[config.mk]
export PLATFORM = sky130hd
export DESIGN_NAME = armCore
export DESIGN_NICKNAME = d
export VERILOG_FILES = /design/src/armPkg.sv /design/src/regFile.sv /design/src/alu.sv /design/src/shifterOperand.sv /design/src/controlUnit.sv /design/src/armCore.sv
export VERILOG_INCLUDE_DIRS = /design/src
export SDC_FILE = /design/constraint.sdc
export NUM_CORES = 2
export LEC_CHECK = 0
export ABC_AREA = 1
export ABC_CLOCK_PERIOD_IN_PS = 5500
export BUFFER_PORTS_ARGS = -buffer_cell sky130_fd_sc_hd__buf_2
export CORE_UTILIZATION = 27
export DETAILED_ROUTE_END_ITERATION = 10
export GPL_ROUTABILITY_DRIVEN = 0
export PLACE_DENSITY = 0.41
export SYNTH_ARGS = -nofsm -noshare
export SYNTH_HDL_FRONTEND = slang
export SYNTH_SLANG_ARGS = --single-unit
[constraint.sdc]
create_clock -name clk -period 5.5 [get_ports clk]
set_input_delay 0.55 -clock clk [delete_from_list [all_inputs] [get_ports clk]]
set_output_delay 0.55 -clock clk [all_outputs]
set_load 0.05 [all_outputs]
[src/arm_defs.svh]
`ifndef ARM_DEFS_SVH
`define ARM_DEFS_SVH

`define DATA_WIDTH     32
`define REG_ADDR_WIDTH 4
`define MEM_ADDR_WIDTH 8
`define PC_REG         15
`define WORD_BYTES     4

// Instruction fields
`define RD_LSB 12
`define RN_LSB 16
`define U_BIT  23
`define L_BIT  20

// Read port A sources
`define SEL_A_RN 2'd0
`define SEL_A_PC 2'd1
`define SEL_A_RD 2'd2
`define SEL_A_RM 2'd3

// B operand sources
`define OPB_REG    2'd0
`define OPB_IMM    2'd1
`define OPB_LD_OFF 2'd2
`define OPB_BR_OFF 2'd3

`endif

[src/armPkg.sv]
package armPkg;

  // Data-processing codes in architectural order, then internal ops
  typedef enum logic [4:0] {
    opAnd         = 5'd0,
    opEor         = 5'd1,
    opSub         = 5'd2,
    opRsb         = 5'd3,
    opAdd         = 5'd4,
    opAdc         = 5'd5,
    opSbc         = 5'd6,
    opRsc         = 5'd7,
    opTst         = 5'd8,
    opTeq         = 5'd9,
    opCmp         = 5'd10,
    opCmn         = 5'd11,
    opOrr         = 5'd12,
    opMov         = 5'd13,
    opBic         = 5'd14,
    opMvn         = 5'd15,
    passA         = 5'd16,
    addFour       = 5'd17,
    addWordOffset = 5'd18
  } aluOpT;

  typedef enum logic [2:0] {
    fetch,
    loadIr,
    execDp,
    execBranch,
    calcAddr,
    memRead,
    loadWb,
    memWrite
  } ctrlStateT;

  typedef enum logic [2:0] {
    dpReg,
    dpImm,
    loadStore,
    branch,
    unsupported
  } instClassT;

endpackage

[src/regFile.sv]
`timescale 1ns/1ps
`include "arm_defs.svh"

module regFile (
  input  logic                       clk,
  input  logic                       rstN,
  input  logic                       wrEn,
  input  logic [`REG_ADDR_WIDTH-1:0] wrIdx,
  input  logic [`REG_ADDR_WIDTH-1:0] rdIdxA,
  input  logic [`REG_ADDR_WIDTH-1:0] rdIdxB,
  input  logic [`DATA_WIDTH-1:0]     wrData,
  input  logic                       pcIncEn,
  output logic [`DATA_WIDTH-1:0]     rdDataA,
  output logic [`DATA_WIDTH-1:0]     rdDataB
);

  logic [`DATA_WIDTH-1:0] regs [0:(1 << `REG_ADDR_WIDTH)-1];

  always_ff @(posedge clk)
  begin
    if (!rstN)
    begin
      for (int i = 0; i < (1 << `REG_ADDR_WIDTH); i++)
      begin
        regs[i] <= '0;
      end
    end
    else
    begin
      if (pcIncEn)
      begin
        regs[`PC_REG] <= regs[`PC_REG] + `DATA_WIDTH'(`WORD_BYTES);
      end
      // Later assignment wins, so an explicit PC write beats the increment
      if (wrEn)
      begin
        regs[wrIdx] <= wrData;
      end
    end
  end

  assign rdDataA = regs[rdIdxA];
  assign rdDataB = regs[rdIdxB];

endmodule

[src/alu.sv]
`timescale 1ns/1ps
`include "arm_defs.svh"

module alu (
  input  logic [`DATA_WIDTH-1:0] opA,
  input  logic [`DATA_WIDTH-1:0] opB,
  input  armPkg::aluOpT          op,
  output logic [`DATA_WIDTH-1:0] result
);

  // No flags, so carry-in is always zero
  always_comb
  begin
    case (op)
      armPkg::opAnd: result = opA & opB;
      armPkg::opEor: result = opA ^ opB;
      armPkg::opSub: result = opA - opB;
      armPkg::opRsb: result = opB - opA;
      armPkg::opAdd: result = opA + opB;
      armPkg::opAdc: result = opA + opB;
      armPkg::opSbc: result = opA - opB - `DATA_WIDTH'(1);
      armPkg::opRsc: result = opB - opA - `DATA_WIDTH'(1);
      armPkg::opOrr: result = opA | opB;
      armPkg::opMov: result = opB;
      armPkg::opBic: result = opA & ~opB;
      armPkg::opMvn: result = ~opB;
      // Compare and test ops never reach the register file
      armPkg::opTst,
      armPkg::opTeq,
      armPkg::opCmp,
      armPkg::opCmn:
      begin
        result = opA;
      end
      armPkg::passA:
      begin
        result = opA;
      end
      armPkg::addFour:
      begin
        result = opA + `DATA_WIDTH'(`WORD_BYTES);
      end
      armPkg::addWordOffset:
      begin
        result = opA + opB * `DATA_WIDTH'(`WORD_BYTES);
      end
      default:
      begin
        result = opA;
      end
    endcase
  end

endmodule

[src/shifterOperand.sv]
`timescale 1ns/1ps
`include "arm_defs.svh"

module shifterOperand (
  input  logic [`DATA_WIDTH-1:0] instr,
  input  logic [1:0]             opBSel,
  input  logic [`DATA_WIDTH-1:0] regOperand,
  output logic [`DATA_WIDTH-1:0] operand
);

  logic [`DATA_WIDTH-1:0]   immExt;
  logic [4:0]               rotAmt;
  logic [2*`DATA_WIDTH-1:0] immDouble;
  logic [`DATA_WIDTH-1:0]   immRot;
  logic [`DATA_WIDTH-1:0]   loadOffset;
  logic [`DATA_WIDTH-1:0]   branchOffset;

  assign immExt = {{(`DATA_WIDTH-8){1'b0}}, instr[7:0]};
  assign rotAmt = {instr[11:8], 1'b0};

  // Rotate right by shifting a doubled copy
  assign immDouble = {immExt, immExt} >> rotAmt;
  assign immRot    = immDouble[`DATA_WIDTH-1:0];

  assign loadOffset   = {{(`DATA_WIDTH-12){1'b0}}, instr[11:0]};
  assign branchOffset = {{(`DATA_WIDTH-24){instr[23]}}, instr[23:0]};

  always_comb
  begin
    case (opBSel)
      `OPB_REG:    operand = regOperand;
      `OPB_IMM:    operand = immRot;
      `OPB_LD_OFF: operand = loadOffset;
      default:     operand = branchOffset;
    endcase
  end

endmodule

[src/controlUnit.sv]
`timescale 1ns/1ps
`include "arm_defs.svh"

module controlUnit (
  input  logic                   clk,
  input  logic                   rstN,
  input  logic [`DATA_WIDTH-1:0] instr,
  output logic                   regWrEn,
  output logic                   pcIncEn,
  output logic                   irEn,
  output logic                   addrEn,
  output logic                   memRead,
  output logic                   memWrite,
  output logic                   wrFromMem,
  output logic [1:0]             rdSelA,
  output logic [1:0]             opBSel,
  output armPkg::aluOpT          aluOp
);

  armPkg::ctrlStateT state;
  armPkg::ctrlStateT nextState;
  armPkg::instClassT instClass;

  always_comb
  begin
    case (instr[27:25])
      3'b000:  instClass = armPkg::dpReg;
      3'b001:  instClass = armPkg::dpImm;
      3'b010:  instClass = armPkg::loadStore;
      3'b101:  instClass = armPkg::branch;
      default: instClass = armPkg::unsupported;
    endcase
  end

  always_ff @(posedge clk)
  begin
    if (!rstN)
    begin
      state <= armPkg::fetch;
    end
    else
    begin
      state <= nextState;
    end
  end

  always_comb
  begin
    nextState = armPkg::fetch;
    regWrEn   = 1'b0;
    pcIncEn   = 1'b0;
    irEn      = 1'b0;
    addrEn    = 1'b0;
    memRead   = 1'b0;
    memWrite  = 1'b0;
    wrFromMem = 1'b0;
    rdSelA    = `SEL_A_RN;
    opBSel    = `OPB_REG;
    aluOp     = armPkg::passA;
    case (state)
      armPkg::fetch:
      begin
        // No strobe while reset is held
        memRead   = rstN;
        pcIncEn   = 1'b1;
        rdSelA    = `SEL_A_PC;
        nextState = armPkg::loadIr;
      end
      armPkg::loadIr:
      begin
        irEn = 1'b1;
        case (instClass)
          armPkg::loadStore: nextState = armPkg::calcAddr;
          armPkg::branch:    nextState = armPkg::execBranch;
          // Unsupported words pass through execDp with no write
          default:           nextState = armPkg::execDp;
        endcase
      end
      armPkg::execDp:
      begin
        aluOp  = armPkg::aluOpT'({1'b0, instr[24:21]});
        opBSel = (instClass == armPkg::dpImm) ? `OPB_IMM : `OPB_REG;
        // TST, TEQ, CMP, CMN are 8 to 11
        regWrEn = (instClass != armPkg::unsupported) && (instr[24:23] != 2'b10);
      end
      armPkg::execBranch:
      begin
        rdSelA  = `SEL_A_PC;
        opBSel  = `OPB_BR_OFF;
        aluOp   = armPkg::addWordOffset;
        regWrEn = 1'b1;
      end
      armPkg::calcAddr:
      begin
        opBSel    = `OPB_LD_OFF;
        aluOp     = instr[`U_BIT] ? armPkg::opAdd : armPkg::opSub;
        addrEn    = 1'b1;
        nextState = instr[`L_BIT] ? armPkg::memRead : armPkg::memWrite;
      end
      armPkg::memRead:
      begin
        memRead   = 1'b1;
        nextState = armPkg::loadWb;
      end
      armPkg::loadWb:
      begin
        regWrEn   = 1'b1;
        wrFromMem = 1'b1;
      end
      armPkg::memWrite:
      begin
        memWrite = 1'b1;
      end
      default:
      begin
        nextState = armPkg::fetch;
      end
    endcase
  end

endmodule

[src/armCore.sv]
`timescale 1ns/1ps
`include "arm_defs.svh"

module armCore (
  input  logic                       clk,
  input  logic                       rstN,
  input  logic [`DATA_WIDTH-1:0]     memRdata,
  output logic [`MEM_ADDR_WIDTH-1:0] memAddr,
  output logic [`DATA_WIDTH-1:0]     memWdata,
  output logic                       memRead,
  output logic                       memWrite
);

  logic [`DATA_WIDTH-1:0]     ir;
  logic [`DATA_WIDTH-1:0]     decodeInstr;
  logic [`MEM_ADDR_WIDTH-1:0] addrReg;
  logic                       regWrEn;
  logic                       pcIncEn;
  logic                       irEn;
  logic                       addrEn;
  logic                       wrFromMem;
  logic [1:0]                 rdSelA;
  logic [1:0]                 opBSel;
  armPkg::aluOpT              aluOp;
  logic [`REG_ADDR_WIDTH-1:0] rdField;
  logic [`REG_ADDR_WIDTH-1:0] rnField;
  logic [`REG_ADDR_WIDTH-1:0] rmField;
  logic [`REG_ADDR_WIDTH-1:0] rdIdxA;
  logic [`REG_ADDR_WIDTH-1:0] rdIdxB;
  logic [`REG_ADDR_WIDTH-1:0] wrIdx;
  logic [`DATA_WIDTH-1:0]     rdDataA;
  logic [`DATA_WIDTH-1:0]     rdDataB;
  logic [`DATA_WIDTH-1:0]     opB;
  logic [`DATA_WIDTH-1:0]     aluResult;
  logic [`DATA_WIDTH-1:0]     wrData;

  always_ff @(posedge clk)
  begin
    if (irEn)
    begin
      ir <= memRdata;
    end
    if (addrEn)
    begin
      addrReg <= aluResult[`MEM_ADDR_WIDTH-1:0];
    end
  end

  // The control unit sees the fetched word while the IR is loading
  assign decodeInstr = irEn ? memRdata : ir;

  assign rdField = ir[`RD_LSB +: `REG_ADDR_WIDTH];
  assign rnField = ir[`RN_LSB +: `REG_ADDR_WIDTH];
  assign rmField = ir[`REG_ADDR_WIDTH-1:0];

  always_comb
  begin
    case (rdSelA)
      `SEL_A_RN: rdIdxA = rnField;
      `SEL_A_PC: rdIdxA = `REG_ADDR_WIDTH'(`PC_REG);
      `SEL_A_RD: rdIdxA = rdField;
      default:   rdIdxA = rmField;
    endcase
  end

  // Port B carries the store data during a write
  assign rdIdxB = memWrite ? rdField : rmField;

  // Branches read and write the PC
  assign wrIdx  = (rdSelA == `SEL_A_PC) ? `REG_ADDR_WIDTH'(`PC_REG) : rdField;
  assign wrData = wrFromMem ? memRdata : aluResult;

  assign memAddr  = pcIncEn ? rdDataA[`MEM_ADDR_WIDTH-1:0] : addrReg;
  assign memWdata = rdDataB;

  regFile u_regFile (
    .clk     (clk),
    .rstN    (rstN),
    .wrEn    (regWrEn),
    .wrIdx   (wrIdx),
    .rdIdxA  (rdIdxA),
    .rdIdxB  (rdIdxB),
    .wrData  (wrData),
    .pcIncEn (pcIncEn),
    .rdDataA (rdDataA),
    .rdDataB (rdDataB)
  );

  shifterOperand u_shifterOperand (
    .instr      (ir),
    .opBSel     (opBSel),
    .regOperand (rdDataB),
    .operand    (opB)
  );

  alu u_alu (
    .opA    (rdDataA),
    .opB    (opB),
    .op     (aluOp),
    .result (aluResult)
  );

  controlUnit u_controlUnit (
    .clk       (clk),
    .rstN      (rstN),
    .instr     (decodeInstr),
    .regWrEn   (regWrEn),
    .pcIncEn   (pcIncEn),
    .irEn      (irEn),
    .addrEn    (addrEn),
    .memRead   (memRead),
    .memWrite  (memWrite),
    .wrFromMem (wrFromMem),
    .rdSelA    (rdSelA),
    .opBSel    (opBSel),
    .aluOp     (aluOp)
  );

endmodule

==> run metrics <==
DRT Pass-1 Iters=7; outcome=finished, violations left; Clock Tree Root=clkbuf_16; Yosys cell types=66; syn nets=6527; core area=163000 sq um; CP required=5.86 ns; RSZ-0062 raised after global routing=yes; nets@finish=7452; drt total wl=235000 microns; dpl hpwl=174000 microns; row count=148; Max Cap Viol=0; met1 track utilization from global routing=0.368; first-pass GRT wire length=328000 microns; CTS Sinks=roughly 550; most common cell in the synthesized netlist=nand2_1; mean area per synthesized cell=7.04 sq um; Area growth syn-to-layout=36.4%; Slew Limit Headroom=0.272; post-synthesis cell area=44600 sq um; Mapped Cells=6331; Die Width=408 microns; final setup violation count=14; FF+latch area=16400 sq um; crit path kind=flop to flop; Detail Route Antenna Nets=0; worst r2r src=u_controlUnit.state[1]$_SDFF_PN0_; critical path's slowest cell=dfxtp_4; Via density=5.21; critical path launch point type=flop; Multi-input gate area=approximately 26000 sq um; initial antenna violation count=5; Worst R2R Setup Slack=-0.03 ns; layout cells sized above 1=0.279; Die H=roughly 410 microns; clk buf depth=3; M2 GR Usage=0.438; HP Start=memRdata[5]; drt wl/cell=24.8 microns; Initial DRC Count=5304; synth warn=0; vias in the first global route=around 47000; # DRC=0; CTS Buf Count=67; grt peak-use layer=met2; grt ovf=0; min Tclk post-route=5.53 ns; Most used DFF post-synth=edfxtp_1; Setup crit start=u_controlUnit.state[1]$_SDFF_PN0_; Worst-Margin Slew=about 1.1 ns; met3 Use GR=0.0251; hold buffer count at cts=0; placed cell count=between 9000 and 10000; die area=167000 sq um; Worst Hold Class=input pin to flop; vias post-DR=around 49000; CP max stage delay=0.36 ns; setup ws final=-0.0325 ns; CTS tree=done; H-tree depth=3; Peak Freq=~180 MHz; FFs w/ async S/R, synth=0; failing checks=negative setup slack; EDFF count, synth=540; Fin. Hold Viols=0; Post-Place Cell Area=roughly 55000 sq um; I/O pin total=76; max-slew violations=0; Final period util=1.01; Worst Path Max Fanout=15; Yosys top cell area share=0.364; fin area=a little over 60000 sq um; Port Buf Inserts=75; total track usage=0.269; CP Capture Type=flop; cell taking the most area after synthesis=edfxtp_1; top cells by count, synth=nand2_1 (1378), nor2_1 (784), inv_1 (730), nand3_1 (708), edfxtp_1 (540); largest net degree at the start of global routing=51; FF+latch count, synth=551; Filler Cells Inserted=17300; clk_lat worst skew=between 0.6 and 0.7 ns; starting density of the core=0.273; Seq/Total Area, Yosys=0.369; WP data arrival=5.90 ns; Worst Clk Skew=roughly 0.032 ns; Synth area leaders=edfxtp_1 (36%), nand2_1 (12%), nand3_1 (8.0%); clock transition at the registers of the reported paths=roughly 0.060 ns; Final Non-Filler Cells=9483
cell usage in the layout (no fill, tap or decap), types with 15 or more instances in the layout:
| master | instances |
|---|---|
| nand2_1 | 1183 |
| buf_4 | 1013 |
| nor2_1 | 717 |
| inv_1 | 690 |
| nand3_1 | 631 |
| edfxtp_1 | 540 |
| a21oi_1 | 405 |
| o21ai_0 | 396 |
| o211ai_1 | 249 |
| nand2_2 | 216 |
| ha_1 | 123 |
| buf_12 | 105 |
| nor2_2 | 81 |
| clkbuf_16 | 79 |
| nand3_2 | 72 |
| buf_2 | 68 |
| nand4_1 | 65 |
| inv_2 | 61 |
| or2_2 | 46 |
| nor3_1 | 45 |
| o21ai_1 | 37 |
| nand2_4 | 36 |
| a21oi_2 | 36 |
| nor2_4 | 34 |
| buf_6 | 32 |
| ha_4 | 31 |
| xor2_1 | 25 |
| clkinv_1 | 24 |
| o22ai_1 | 18 |
| a21o_1 | 15 |
area by class of cell:
| class | count | share of cell area |
|---|---|---|
| antenna | 3 | 0.000124 |
| clock buffer | 80 | 0.0298 |
| tap | 2175 | 0.0448 |
| timing repair buffer | 1241 | 0.180 |
| inverter | 767 | 0.0483 |
| clock inverter | 38 | 0.00560 |
| multi-input combinational | 4627 | 0.421 |
| sequential | 551 | 0.271 |
| timing repair inverter | 1 | 0.000144 |
repair_timing:
action | 4_1_cts | 5_1_grt
gates cloned | 3 | 10
pin swaps | 32 | 114
setup endpoints to repair | 398 | 420
setup buffers | 12 | 65
gates resized for setup | 217 | 421
registers in the layout, summed over array words and instances (netlist names):
| register | count |
|---|---|
| addrReg | 8 |
| ir | 28 |
| u_controlUnit.state | 3 |
| u_regFile.regs | 512 |
metrics by stage:
stage / hold slack (ns) / worst slack, ns / setup TNS, ns / util
5_1_grt: 0.0896 / -0.158 / -15.17 / 0.372
4_1_cts: 0.0682 / 0.00223 / 0 / 0.357
6_report: 0.0873 / -0.0325 / -0.257 / 0.372
3_3_place_gp: 0.466 / -0.824 / -187.09 / 0.338
2_1_floorplan: 0.443 / 0.459 / 0 / -
3_5_place_dp: 0.475 / -0.756 / -183.72 / 0.338
cell families after synthesis:
| logic type | count (synthesis) | share of synthesized area |
|---|---|---|
| xor gates and xnor gates | 36 | 0.00708 |
| adders and majority gates | 162 | 0.0462 |
| buffers and inverters | 1154 | 0.108 |
| DFF | 551 | 0.369 |
| muxes | 1 | 0.000505 |
| and+or+nand+nor | 3173 | 0.306 |
| AOI/OAI and AO/OA | 1254 | 0.163 |
critical path, delay by kind of cell, from the launching register on:
family | cells | cell delay [ns]
compound gates | 10 | 1.44
buf+inv | 11 | 1.39
flops | 1 | 0.36
fa+ha+maj | 1 | 0.31
simple gates | 12 | 1.68
per-layer routing:
metal  part of all wire  wire (microns)  vias up
met4              0.042            9970        0
met2               0.46          107000     2160
met3              0.066           15400      374
met1               0.44          103000    23800
met5                  0               0        -
li1                   -               -    23100
worst paths after layout:
| path | end | cells after the start |
|---|---|---|
| worst max register to register | u_regFile.regs[10][16]$_SDFFCE_PN0P_ | 34 |
| worst max-delay path | u_regFile.regs[10][16]$_SDFFCE_PN0P_ | 34 |
| worst min register to register | ir[27]$_DFF_P_ | 2 |
| worst min-delay path | ir[5]$_DFFE_PP_ | 1 |
Power is not shown: default switching activity piles up to over one toggle a cycle in this logic, so the estimate is an artifact.
